$ cat src/hdl/arq_noc_pkg.sv
package arq_noc_pkg;

    // field widths of the NoC flit
    typedef logic [7:0]  modid_t;
    typedef logic [5:0]  chipid_t;
    typedef logic [31:0] noc_addr_t;
    typedef logic [3:0]  noc_mode_t;
    typedef logic [63:0] noc_data_t;

    typedef struct packed {
        logic    arq;
        modid_t  src_modid;
        chipid_t src_chipid;
        modid_t  trg_modid;
        chipid_t trg_chipid;
    } noc_header_t;

    typedef struct packed {
        noc_mode_t mode;
        noc_addr_t addr;
        noc_data_t data;
    } noc_payload_t;

    typedef struct packed {
        noc_header_t  header;
        noc_payload_t payload;
    } noc_flit_t;

    // data bit of an ACK flit, 1 for ACK and 0 for NACK
    localparam int ACK_FLAG_BIT = 0;

endpackage

$ cat src/hdl/arq_tx_pkg.sv
package arq_tx_pkg;

    // what an ACK has to match to release an entry
    typedef struct packed {
        arq_noc_pkg::modid_t    trg_modid;
        arq_noc_pkg::chipid_t   trg_chipid;
        arq_noc_pkg::noc_addr_t addr;
        arq_noc_pkg::noc_mode_t mode;
    } pkt_info_t;

    typedef enum logic [1:0] {
        EG_IDLE,
        EG_SEND,
        EG_RESEND
    } egress_state_e;

    typedef enum logic [2:0] {
        ACK_IDLE,
        ACK_READ,
        ACK_CHECK,
        ACK_RELEASE,
        ACK_RESEND_WAIT
    } ack_state_e;

endpackage

$ cat src/hdl/arq_ack_fifo.sv
`timescale 1ns/1ps

module arq_ack_fifo #(
    parameter int ADDR_W = 2
) (
    input  logic                   clk_i,
    input  logic                   reset_q_i,
    input  logic                   wr_en_i,
    input  arq_noc_pkg::noc_flit_t wr_data_i,
    input  logic                   rd_en_i,
    output logic                   full_o,
    output arq_noc_pkg::noc_flit_t rd_data_o,
    output logic                   empty_o
);

    localparam int DEPTH = 2**ADDR_W;

    arq_noc_pkg::noc_flit_t mem [0:DEPTH-1];
    logic [ADDR_W:0]        wr_ptr_q;
    logic [ADDR_W:0]        rd_ptr_q;
    logic                   do_wr;
    logic                   do_rd;

    // extra msb tells a full FIFO from an empty one
    assign full_o  = (wr_ptr_q[ADDR_W-1:0] == rd_ptr_q[ADDR_W-1:0]) &&
                     (wr_ptr_q[ADDR_W] != rd_ptr_q[ADDR_W]);
    assign empty_o = (wr_ptr_q == rd_ptr_q);

    assign do_wr = wr_en_i && !full_o;
    assign do_rd = rd_en_i && !empty_o;

    // head is visible without a read cycle
    assign rd_data_o = mem[rd_ptr_q[ADDR_W-1:0]];

    always_ff @(posedge clk_i or negedge reset_q_i) begin
        if (!reset_q_i) begin
            wr_ptr_q <= '0;
            rd_ptr_q <= '0;
        end else begin
            if (do_wr) begin
                wr_ptr_q <= wr_ptr_q + 1'b1;
            end
            if (do_rd) begin
                rd_ptr_q <= rd_ptr_q + 1'b1;
            end
        end
    end

    always_ff @(posedge clk_i) begin
        if (do_wr) begin
            mem[wr_ptr_q[ADDR_W-1:0]] <= wr_data_i;
        end
    end

endmodule

$ cat src/hdl/arq_ack_handler.sv
`timescale 1ns/1ps

module arq_ack_handler #(
    parameter int BUF_ADDR_W = 3
) (
    input  logic                      clk_i,
    input  logic                      reset_q_i,
    input  logic                      ack_empty_i,
    input  arq_noc_pkg::noc_flit_t    ack_flit_i,
    input  logic [BUF_ADDR_W:0]       wr_ptr_i,
    input  logic [2**BUF_ADDR_W-1:0]  entry_set_i,
    input  arq_tx_pkg::pkt_info_t     info_rd_data_i,
    input  logic                      resend_done_i,
    output logic                      ack_pop_o,
    output logic                      info_rd_en_o,
    output logic [BUF_ADDR_W-1:0]     info_rd_addr_o,
    output logic [BUF_ADDR_W:0]       occ_ptr_o,
    output logic                      resend_req_o,
    output logic [BUF_ADDR_W-1:0]     resend_idx_o
);

    localparam int DEPTH = 2**BUF_ADDR_W;

    arq_tx_pkg::ack_state_e state_q;
    arq_tx_pkg::ack_state_e state_d;
    logic [BUF_ADDR_W:0]    scan_ptr_q;
    logic [BUF_ADDR_W:0]    occ_ptr_q;
    logic [DEPTH-1:0]       valid_q;
    logic [DEPTH-1:0]       clr_mask;
    logic [BUF_ADDR_W-1:0]  scan_idx;
    logic                   match;
    logic                   is_ack;
    logic                   release_step;
    logic                   resend_req_q;
    logic [BUF_ADDR_W-1:0]  resend_idx_q;

    assign scan_idx = scan_ptr_q[BUF_ADDR_W-1:0];
    assign is_ack   = ack_flit_i.payload.data[arq_noc_pkg::ACK_FLAG_BIT];

    // the ACK is sent back by our target, so its source ids are our target ids
    assign match = valid_q[scan_idx] &&
                   (ack_flit_i.header.src_modid == info_rd_data_i.trg_modid) &&
                   (ack_flit_i.header.src_chipid == info_rd_data_i.trg_chipid) &&
                   (ack_flit_i.payload.addr == info_rd_data_i.addr) &&
                   (ack_flit_i.payload.mode == info_rd_data_i.mode);

    // oldest entry already acked, slot can be reused
    assign release_step = (occ_ptr_q != wr_ptr_i) && !valid_q[occ_ptr_q[BUF_ADDR_W-1:0]];

    always_comb begin
        state_d      = state_q;
        ack_pop_o    = 1'b0;
        info_rd_en_o = 1'b0;
        clr_mask     = '0;
        case (state_q)
            arq_tx_pkg::ACK_IDLE: begin
                if (!ack_empty_i) begin
                    state_d = arq_tx_pkg::ACK_READ;
                end
            end
            arq_tx_pkg::ACK_READ: begin
                if (scan_ptr_q == wr_ptr_i) begin
                    // scanned everything without a match, drop it
                    ack_pop_o = 1'b1;
                    state_d   = arq_tx_pkg::ACK_IDLE;
                end else begin
                    info_rd_en_o = 1'b1;
                    state_d      = arq_tx_pkg::ACK_CHECK;
                end
            end
            arq_tx_pkg::ACK_CHECK: begin
                if (match) begin
                    ack_pop_o = 1'b1;
                    if (is_ack) begin
                        clr_mask = DEPTH'(1) << scan_idx;
                        state_d  = arq_tx_pkg::ACK_RELEASE;
                    end else begin
                        state_d = arq_tx_pkg::ACK_RESEND_WAIT;
                    end
                end else begin
                    state_d = arq_tx_pkg::ACK_READ;
                end
            end
            arq_tx_pkg::ACK_RELEASE: begin
                if (!release_step) begin
                    state_d = arq_tx_pkg::ACK_IDLE;
                end
            end
            arq_tx_pkg::ACK_RESEND_WAIT: begin
                if (resend_done_i) begin
                    state_d = arq_tx_pkg::ACK_IDLE;
                end
            end
            default: state_d = arq_tx_pkg::ACK_IDLE;
        endcase
    end

    always_ff @(posedge clk_i or negedge reset_q_i) begin
        if (!reset_q_i) begin
            state_q      <= arq_tx_pkg::ACK_IDLE;
            scan_ptr_q   <= '0;
            occ_ptr_q    <= '0;
            valid_q      <= '0;
            resend_req_q <= 1'b0;
        end else begin
            state_q <= state_d;
            valid_q <= (valid_q | entry_set_i) & ~clr_mask;
            // every scan starts at the oldest entry
            if (state_q == arq_tx_pkg::ACK_IDLE) begin
                scan_ptr_q <= occ_ptr_q;
            end else if ((state_q == arq_tx_pkg::ACK_CHECK) && !match) begin
                scan_ptr_q <= scan_ptr_q + 1'b1;
            end
            if ((state_q == arq_tx_pkg::ACK_RELEASE) && release_step) begin
                occ_ptr_q <= occ_ptr_q + 1'b1;
            end
            if ((state_q == arq_tx_pkg::ACK_CHECK) && match && !is_ack) begin
                resend_req_q <= 1'b1;
            end else if (resend_done_i) begin
                resend_req_q <= 1'b0;
            end
        end
    end

    always_ff @(posedge clk_i) begin
        if ((state_q == arq_tx_pkg::ACK_CHECK) && match && !is_ack) begin
            resend_idx_q <= scan_idx;
        end
    end

    assign info_rd_addr_o = scan_idx;
    assign occ_ptr_o      = occ_ptr_q;
    assign resend_req_o   = resend_req_q;
    assign resend_idx_o   = resend_idx_q;

endmodule

$ cat src/hdl/arq_dual_port_ram.sv
`timescale 1ns/1ps

module arq_dual_port_ram #(
    parameter int  ADDR_W = 3,
    parameter int  DATA_W = 8,
    parameter type data_t = logic [DATA_W-1:0]
) (
    input  logic              clk_i,
    input  logic              wr_en_i,
    input  logic [ADDR_W-1:0] wr_addr_i,
    input  data_t             wr_data_i,
    input  logic              rd_en_i,
    input  logic [ADDR_W-1:0] rd_addr_i,
    output data_t             rd_data_o
);

    logic [DATA_W-1:0] mem [0:2**ADDR_W-1];

    // read data holds while rd_en_i is low
    always_ff @(posedge clk_i) begin
        if (wr_en_i) begin
            mem[wr_addr_i] <= DATA_W'(wr_data_i);
        end
        if (rd_en_i) begin
            rd_data_o <= data_t'(mem[rd_addr_i]);
        end
    end

endmodule

$ cat src/hdl/arq_tx.sv
`timescale 1ns/1ps

module arq_tx #(
    parameter int BUF_ADDR_W      = 3,
    parameter int ACK_FIFO_ADDR_W = 2
) (
    input  logic                   clk_i,
    input  logic                   reset_q_i,
    input  logic                   arq_enable_i,
    input  logic                   mod_wrreq_i,
    input  arq_noc_pkg::noc_flit_t mod_flit_i,
    output logic                   mod_stall_o,
    output logic                   noc_wrreq_o,
    output arq_noc_pkg::noc_flit_t noc_flit_o,
    input  logic                   noc_stall_i,
    input  logic                   ack_wrreq_i,
    input  arq_noc_pkg::noc_flit_t ack_flit_i,
    output logic                   ack_stall_o
);

    localparam int DEPTH = 2**BUF_ADDR_W;

    logic                   forward;
    logic                   buf_wr_en;
    logic [BUF_ADDR_W:0]    wr_ptr;
    logic [BUF_ADDR_W:0]    occ_ptr;
    logic [DEPTH-1:0]       entry_set;
    arq_tx_pkg::pkt_info_t  info_wr_data;
    arq_tx_pkg::pkt_info_t  info_rd_data;
    logic                   info_rd_en;
    logic [BUF_ADDR_W-1:0]  info_rd_addr;
    logic                   buf_rd_en;
    logic [BUF_ADDR_W-1:0]  buf_rd_addr;
    arq_noc_pkg::noc_flit_t buf_rd_data;
    logic                   egress_busy;
    logic                   resend_req;
    logic [BUF_ADDR_W-1:0]  resend_idx;
    logic                   resend_done;
    logic                   ack_pop;
    logic                   ack_empty;
    arq_noc_pkg::noc_flit_t ack_head;

    arq_tx_ingress #(.BUF_ADDR_W(BUF_ADDR_W)) ingress_i (
        .clk_i, .reset_q_i, .arq_enable_i, .mod_wrreq_i, .mod_flit_i,
        .occ_ptr_i      (occ_ptr),
        .egress_busy_i  (egress_busy),
        .noc_stall_i,
        .mod_stall_o,
        .forward_o      (forward),
        .buf_wr_en_o    (buf_wr_en),
        .wr_ptr_o       (wr_ptr),
        .info_wr_data_o (info_wr_data),
        .entry_set_o    (entry_set)
    );

    // transmit buffer, one flit per entry
    arq_dual_port_ram #(
        .ADDR_W (BUF_ADDR_W),
        .DATA_W ($bits(arq_noc_pkg::noc_flit_t)),
        .data_t (arq_noc_pkg::noc_flit_t)
    ) flit_ram (
        .clk_i,
        .wr_en_i   (buf_wr_en),
        .wr_addr_i (wr_ptr[BUF_ADDR_W-1:0]),
        .wr_data_i (mod_flit_i),
        .rd_en_i   (buf_rd_en),
        .rd_addr_i (buf_rd_addr),
        .rd_data_o (buf_rd_data)
    );

    // match fields of each entry for the ACK scan
    arq_dual_port_ram #(
        .ADDR_W (BUF_ADDR_W),
        .DATA_W ($bits(arq_tx_pkg::pkt_info_t)),
        .data_t (arq_tx_pkg::pkt_info_t)
    ) info_ram (
        .clk_i,
        .wr_en_i   (buf_wr_en),
        .wr_addr_i (wr_ptr[BUF_ADDR_W-1:0]),
        .wr_data_i (info_wr_data),
        .rd_en_i   (info_rd_en),
        .rd_addr_i (info_rd_addr),
        .rd_data_o (info_rd_data)
    );

    arq_tx_egress #(.BUF_ADDR_W(BUF_ADDR_W)) egress_i (
        .clk_i, .reset_q_i, .arq_enable_i,
        .forward_i      (forward),
        .mod_flit_i, .mod_wrreq_i,
        .wr_ptr_i       (wr_ptr),
        .buf_rd_data_i  (buf_rd_data),
        .noc_stall_i,
        .resend_req_i   (resend_req),
        .resend_idx_i   (resend_idx),
        .buf_rd_en_o    (buf_rd_en),
        .buf_rd_addr_o  (buf_rd_addr),
        .busy_o         (egress_busy),
        .resend_done_o  (resend_done),
        .noc_wrreq_o, .noc_flit_o
    );

    arq_ack_fifo #(.ADDR_W(ACK_FIFO_ADDR_W)) ack_fifo_i (
        .clk_i, .reset_q_i,
        .wr_en_i   (ack_wrreq_i),
        .wr_data_i (ack_flit_i),
        .rd_en_i   (ack_pop),
        .full_o    (ack_stall_o),
        .rd_data_o (ack_head),
        .empty_o   (ack_empty)
    );

    arq_ack_handler #(.BUF_ADDR_W(BUF_ADDR_W)) ack_handler_i (
        .clk_i, .reset_q_i,
        .ack_empty_i    (ack_empty),
        .ack_flit_i     (ack_head),
        .wr_ptr_i       (wr_ptr),
        .entry_set_i    (entry_set),
        .info_rd_data_i (info_rd_data),
        .resend_done_i  (resend_done),
        .ack_pop_o      (ack_pop),
        .info_rd_en_o   (info_rd_en),
        .info_rd_addr_o (info_rd_addr),
        .occ_ptr_o      (occ_ptr),
        .resend_req_o   (resend_req),
        .resend_idx_o   (resend_idx)
    );

endmodule

$ cat src/hdl/arq_tx_egress.sv
`timescale 1ns/1ps

module arq_tx_egress #(
    parameter int BUF_ADDR_W = 3
) (
    input  logic                   clk_i,
    input  logic                   reset_q_i,
    input  logic                   arq_enable_i,
    input  logic                   forward_i,
    input  arq_noc_pkg::noc_flit_t mod_flit_i,
    input  logic                   mod_wrreq_i,
    input  logic [BUF_ADDR_W:0]    wr_ptr_i,
    input  arq_noc_pkg::noc_flit_t buf_rd_data_i,
    input  logic                   noc_stall_i,
    input  logic                   resend_req_i,
    input  logic [BUF_ADDR_W-1:0]  resend_idx_i,
    output logic                   buf_rd_en_o,
    output logic [BUF_ADDR_W-1:0]  buf_rd_addr_o,
    output logic                   busy_o,
    output logic                   resend_done_o,
    output logic                   noc_wrreq_o,
    output arq_noc_pkg::noc_flit_t noc_flit_o
);

    arq_tx_pkg::egress_state_e state_q;
    arq_tx_pkg::egress_state_e state_d;
    logic [BUF_ADDR_W:0]       rd_ptr_q;
    logic                      out_valid_q;
    logic                      hold_valid_q;
    arq_noc_pkg::noc_flit_t    hold_q;
    arq_noc_pkg::noc_flit_t    ram_flit;
    logic                      rd_go;
    logic                      send_more;

    // a pending resend ends the send run so it cannot starve
    assign send_more = (rd_ptr_q != wr_ptr_i) && !resend_req_i;

    always_comb begin
        state_d = state_q;
        rd_go   = 1'b0;
        case (state_q)
            arq_tx_pkg::EG_IDLE: begin
                if (resend_req_i) begin
                    state_d = arq_tx_pkg::EG_RESEND;
                end else if (rd_ptr_q != wr_ptr_i) begin
                    state_d = arq_tx_pkg::EG_SEND;
                end
            end
            arq_tx_pkg::EG_SEND: begin
                if (!noc_stall_i) begin
                    if (send_more) begin
                        rd_go = 1'b1;
                    end else begin
                        state_d = arq_tx_pkg::EG_IDLE;
                    end
                end
            end
            arq_tx_pkg::EG_RESEND: begin
                // one read, then wait until the NoC takes it
                if (!noc_stall_i) begin
                    if (!out_valid_q) begin
                        rd_go = 1'b1;
                    end else begin
                        state_d = arq_tx_pkg::EG_IDLE;
                    end
                end
            end
            default: state_d = arq_tx_pkg::EG_IDLE;
        endcase
    end

    assign buf_rd_en_o   = rd_go;
    assign buf_rd_addr_o = (state_q == arq_tx_pkg::EG_RESEND) ? resend_idx_i
                                                              : rd_ptr_q[BUF_ADDR_W-1:0];
    assign busy_o        = (state_q != arq_tx_pkg::EG_IDLE);
    assign resend_done_o = (state_q == arq_tx_pkg::EG_RESEND) && out_valid_q && !noc_stall_i;

    always_ff @(posedge clk_i or negedge reset_q_i) begin
        if (!reset_q_i) begin
            state_q      <= arq_tx_pkg::EG_IDLE;
            rd_ptr_q     <= '0;
            out_valid_q  <= 1'b0;
            hold_valid_q <= 1'b0;
        end else begin
            state_q <= state_d;
            if (rd_go && (state_q == arq_tx_pkg::EG_SEND)) begin
                rd_ptr_q <= rd_ptr_q + 1'b1;
            end
            if (!noc_stall_i) begin
                out_valid_q <= rd_go;
            end
            hold_valid_q <= out_valid_q && noc_stall_i;
        end
    end

    // capture the RAM output on the first stalled cycle
    always_ff @(posedge clk_i) begin
        if (out_valid_q && noc_stall_i && !hold_valid_q) begin
            hold_q <= ram_flit;
        end
    end

    always_comb begin
        ram_flit            = buf_rd_data_i;
        ram_flit.header.arq = arq_enable_i;
        if (forward_i && (state_q == arq_tx_pkg::EG_IDLE)) begin
            noc_wrreq_o           = mod_wrreq_i;
            noc_flit_o            = mod_flit_i;
            noc_flit_o.header.arq = 1'b0;
        end else begin
            noc_wrreq_o = out_valid_q;
            noc_flit_o  = hold_valid_q ? hold_q : ram_flit;
        end
    end

endmodule

$ cat src/hdl/arq_tx_ingress.sv
`timescale 1ns/1ps

module arq_tx_ingress #(
    parameter int BUF_ADDR_W = 3
) (
    input  logic                      clk_i,
    input  logic                      reset_q_i,
    input  logic                      arq_enable_i,
    input  logic                      mod_wrreq_i,
    input  arq_noc_pkg::noc_flit_t    mod_flit_i,
    input  logic [BUF_ADDR_W:0]       occ_ptr_i,
    input  logic                      egress_busy_i,
    input  logic                      noc_stall_i,
    output logic                      mod_stall_o,
    output logic                      forward_o,
    output logic                      buf_wr_en_o,
    output logic [BUF_ADDR_W:0]       wr_ptr_o,
    output arq_tx_pkg::pkt_info_t     info_wr_data_o,
    output logic [2**BUF_ADDR_W-1:0]  entry_set_o
);

    localparam int DEPTH = 2**BUF_ADDR_W;

    logic [BUF_ADDR_W:0] wr_ptr_q;
    logic                full;

    // same slot but one lap ahead of the oldest entry
    assign full = (wr_ptr_q[BUF_ADDR_W-1:0] == occ_ptr_i[BUF_ADDR_W-1:0]) &&
                  (wr_ptr_q[BUF_ADDR_W] != occ_ptr_i[BUF_ADDR_W]);

    assign forward_o   = !arq_enable_i;
    // forwarded flits wait for the NoC and for a running buffer send
    assign mod_stall_o = forward_o ? (noc_stall_i || egress_busy_i) : full;
    assign buf_wr_en_o = mod_wrreq_i && !forward_o && !full;
    assign wr_ptr_o    = wr_ptr_q;

    assign entry_set_o = buf_wr_en_o ? (DEPTH'(1) << wr_ptr_q[BUF_ADDR_W-1:0]) : '0;

    always_comb begin
        info_wr_data_o.trg_modid  = mod_flit_i.header.trg_modid;
        info_wr_data_o.trg_chipid = mod_flit_i.header.trg_chipid;
        info_wr_data_o.addr       = mod_flit_i.payload.addr;
        info_wr_data_o.mode       = mod_flit_i.payload.mode;
    end

    always_ff @(posedge clk_i or negedge reset_q_i) begin
        if (!reset_q_i) begin
            wr_ptr_q <= '0;
        end else if (buf_wr_en_o) begin
            wr_ptr_q <= wr_ptr_q + 1'b1;
        end
    end

endmodule

$ cat config.mk
export PLATFORM = sky130hd
export DESIGN_NAME = arq_tx
export DESIGN_NICKNAME = d
export VERILOG_FILES = /design/src/hdl/arq_noc_pkg.sv /design/src/hdl/arq_tx_pkg.sv /design/src/hdl/arq_ack_fifo.sv /design/src/hdl/arq_ack_handler.sv /design/src/hdl/arq_dual_port_ram.sv /design/src/hdl/arq_tx.sv /design/src/hdl/arq_tx_egress.sv /design/src/hdl/arq_tx_ingress.sv
export SDC_FILE = /design/constraint.sdc
export NUM_CORES = 2
export LEC_CHECK = 0
export ABC_CLOCK_PERIOD_IN_PS = 18600
export BUFFER_PORTS_ARGS = -buffer_cell sky130_fd_sc_hd__buf_2
export CAP_MARGIN = 20
export CORE_ASPECT_RATIO = 1.4
export CORE_MARGIN = 2
export CORE_UTILIZATION = 60
export CTS_CLUSTER_DIAMETER = 50
export CTS_CLUSTER_SIZE = 25
export DETAILED_ROUTE_END_ITERATION = 6
export GPL_TIMING_DRIVEN = 0
export PLACE_DENSITY = 0.79
export SKIP_CTS_REPAIR_TIMING = 1
export SKIP_LAST_GASP = 1
export SYNTH_ARGS = -nofsm -noshare
export SYNTH_HDL_FRONTEND = slang
export SYNTH_SLANG_ARGS = --single-unit
$ cat constraint.sdc
create_clock -name clk_i -period 18.6 [get_ports clk_i]
set_clock_uncertainty 0.15 [all_clocks]
set_input_delay 1.86 -clock clk_i [delete_from_list [all_inputs] [get_ports clk_i]]
set_output_delay 1.86 -clock clk_i [all_outputs]
set_load 0.005 [all_outputs]
==> results.py <==
metrics = {
    "drt": {
        "drc": 0,
        "wl_per_cell_microns": 30.7,
        "drtAntennaViolNets": 0,
        "vias_per_cell": 6.55,
        "first_pass_iters": 5,
        "drtIter0Drc": 3939,
        "wl_microns": 156000,
        "vias": 33353,
    },
    "sta": {
        "finalSetupViolCount": 0,
        "fmax_mhz": 130,
        "worst_slew_pin_slew_ps": 1120,
        "slew_viol_final": 0,
        "grt_setup_unrepaired": "false",
        "fin_crit_sh_pct": 41.4,
        "finalHoldViolations": 0,
        "relSlewSlack_pct": 25.6,
        "period_minus_slack_ps": 7690,
        "hold_ws_ps": 298,
        "fin_setup_tns_ps": 0,
    },
    "worst_hold_path": {
        "whs_path_depth": 0,
        "hold_start": "flit_ram.rd_data_o[37]$_DFFE_PP_",
        "worst_hold_path_type": "reg2reg",
        "hold_path_end": "egress_i.hold_q[37]$_DFFE_PP_",
    },
    "setup_path": {
        "arrival_ps": 5680,
        "ff2ff_path_depth": 8,
        "cp-end-kind": "output port",
        "r2r_end": "flit_ram.rd_data_o[112]$_DFFE_PP_",
        "critical_path_class": "in2out",
        "r2r_setup_slack_ps": 14260,
        "worstPathRequired_ps": 16590,
        "r2r-start": "egress_i.state_q[0]$_DFFE_PN0P_",
        "crit_fanout": 10,
        "start_kind": "input pin",
    },
    "placed_design": {
        "hpwl_microns": 105000,
        "gp_congestion": 0.919,
        "place_area_sq_um": 68700,
        "port_buffers": 316,
    },
    "grt": {
        "grt_pass1_vias": 34000,
        "grt.total_usage_pct": 29.0,
        "grt-busiest-layer": "met2",
        "gr-total-overflow": 0,
        "grt_first_pass_wirelength_microns": 227000,
        "met3_usage_pct": 6.49,
        "grt_max_degree": 53,
        "grtUsageMet2_pct": 48.9,
        "antenna_found_initial": 25,
        "grtUsageMet1_pct": 37.4,
    },
    "clock_network": {
        "h-tree-depth": 3,
        "clkTransAtPathRegs_ps": 80,
        "cts_buffers": 109,
        "clockBufferDepth": 3,
        "cts_tree": "yes",
        "cts_root_buf": "clkbuf_16",
        "clk_latency_ps": 740,
        "clock-sinks": 1576,
    },
    "yosys": {
        "yosys.area_share.simple_pct": 2.64,
        "synthXorXnorAreaFrac_pct": 1.10,
        "synthDistinctLibCells": 53,
        "ys_seq_area_share_pct": 74.1,
        "synth_top_family_by_area": "multiplexers",
        "synth_edf_count": 1538,
        "synth-seq-cells": 1576,
        "postSynthAreaPerCell_sq_um": 20.5,
        "async_reset_ff_share_pct": 2.41,
        "syn_area_sq_um": 63600,
        "synth_warnings": 0,
        "synth_cells": 3103,
        "synth_adder_area_share_pct": 0.433,
        "synthMuxAreaShare_pct": 19.0,
        "ys.flop_type": "edfxtp_1",
        "synth_nets": 3389,
        "synth_compound_area_share_pct": 1.51,
    },
    "final_layout": {
        "multiInputGateArea_sq_um": 15700,
        "layout.nets": 3926,
        "area_growth_pct": 14.4,
        "register_area_sq_um": 47100,
        "final_cell_mix": "1,538 x edfxtp_1, 410 x mux4_2, 337 x buf_2",
        "final_common_cell": "edfxtp_1",
        "design_area_sq_um": 72700,
        "drive_above_1_share_pct": 32.7,
        "fill_cells": 6296,
    },
    "floorplanning": {
        "die_y_microns": 389,
        "num_io_pins": 396,
        "dieArea_sq_um": 109000,
        "initial_core_util_pct": 60.4,
        "die_w_microns": 279,
        "core_area_sq_um": 105000,
        "rows": 141,
    },
    "power": {
        "leakagePower_nw": 23.8,
        "finalPower_mw": 11.1,
        "power_density_nw_per_um2": 153,
        "vdd_drop_max_uv": 120,
    },
    "outcome": {
        "outcome": "completed",
    },
    "flow_run": {
        "maxCapViolCount": 0,
    },
}
## per-stage QoR
stage | worst slack [ps] | util (%) | instances
after CTS | 10940 | 69.0 | 5086
after global placement | -3550 | 63.5 | 4777
after detailed placement | 10970 | 65.2 | 4882
after floorplan | 5860 | - | 3103
final | 10910 | 69.0 | 5095
after global routing | 10950 | 69.0 | 5092
## kinds of logic (layout without fill, tap and decap cells)
group / count (synthesis) / in the layout
AOI/OAI and AO/OA: 178 / 178
adders and majority gates: 22 / 22
other: 0 / 4
and+or+nand+nor: 388 / 388
DFF: 1576 / 1576
buffers and inverters: 187 / 817
xor gates and xnor gates: 77 / 77
muxes: 675 / 675
## worst max-delay path: stages
cell and delay [ps]:
buf_2 140, nor2_1 750, clkbuf_2 740, clkbuf_2 760
clkbuf_1 690, nand2_1 100, o21ai_0 360, buf_2 240
## area by class of cell
type | count | share of cell area, %
clock buffers | 119 | 3.90
plain buffers | 169 | 0.976
clock inverters | 85 | 1.55
diodes | 4 | 0.0138
inverters | 18 | 0.0929
multi-input cells | 1340 | 21.6
flip-flops and latches | 1576 | 64.8
well taps | 1358 | 2.34
repair buffers | 426 | 4.65
## power by group
part	internal (mW)	total, mW	switching, mW
Sequential	4.56	4.76	0.201
Combinational	1.61	3.69	2.08
Clock	1.29	2.64	1.35
Total	7.46	11.1	3.63
## cells in the mapped netlist, drive strengths merged, types with 2 or more instances
library cell / count / area (sq um)
mux2: 132 / 1490
nor3b: 3 / 27.5
nand2: 300 / 1130
a21o: 2 / 15.0
nor2: 21 / 78.8
xnor2: 65 / 592
mux2i: 133 / 1330
dfrtp: 38 / 951
o21ai: 136 / 681
a2bb2oi: 2 / 17.5
a21oi: 16 / 80.1
buf: 64 / 312
a31o: 3 / 26.3
or2: 2 / 12.5
inv: 17 / 63.8
xor2: 12 / 105
nand3: 6 / 30.0
nor2b: 2 / 12.5
mux4: 410 / 9230
and2: 5 / 31.3
nor3: 7 / 46.3
ha: 22 / 275
edfxtp: 1538 / 46200
a31oi: 8 / 50.1
nand4: 31 / 209
clkbuf: 105 / 394
nor4: 6 / 67.6
nand2b: 2 / 12.5
## registers in the layout (all words and copies together), names as in the netlist
register / cells
egress_i.hold_q: 129
egress_i.state_q: 2
ack_handler_i.valid_q: 8
flit_ram.rd_data_o: 128
ack_handler_i.state_q: 3
info_ram.rd_data_o: 50
ack_handler_i.scan_ptr_q: 4
ack_handler_i.occ_ptr_o: 4
ingress_i.wr_ptr_o: 4
ack_fifo_i.rd_ptr_q: 3
ack_fifo_i.wr_ptr_q: 3
ack_fifo_i.mem: 204
flit_ram.mem: 1024
egress_i.hold_valid_q: 1
egress_i.out_valid_q: 1
ack_handler_i.resend_req_o: 1
ack_handler_i.resend_idx_o: 3
egress_i.rd_ptr_q: 4
## per-layer routing
layer	share of wire, %	vias to the layer above
li1	-	13765
met1	36	17439
met2	51	1805
met3	9.3	308
met4	3.5	36
met5	0.15	-
## how the worst max path moves through the flow
stage	start	depth (start not counted)	slack [ps]	end
global placement	arq_enable_i	5	-3550	flit_ram.mem[0][9]$_DFFE_PP_
finish	arq_enable_i	8	10910	noc_flit_o[85]
floorplan	noc_stall_i	3	5860	egress_i.rd_ptr_q[1]$_DFFE_PN0P_
detailed placement	arq_enable_i	8	10970	noc_flit_o[85]
global route	arq_enable_i	8	10950	noc_flit_o[20]
CTS	arq_enable_i	8	10940	noc_flit_o[85]
Power figures use the tool's default switching activity.
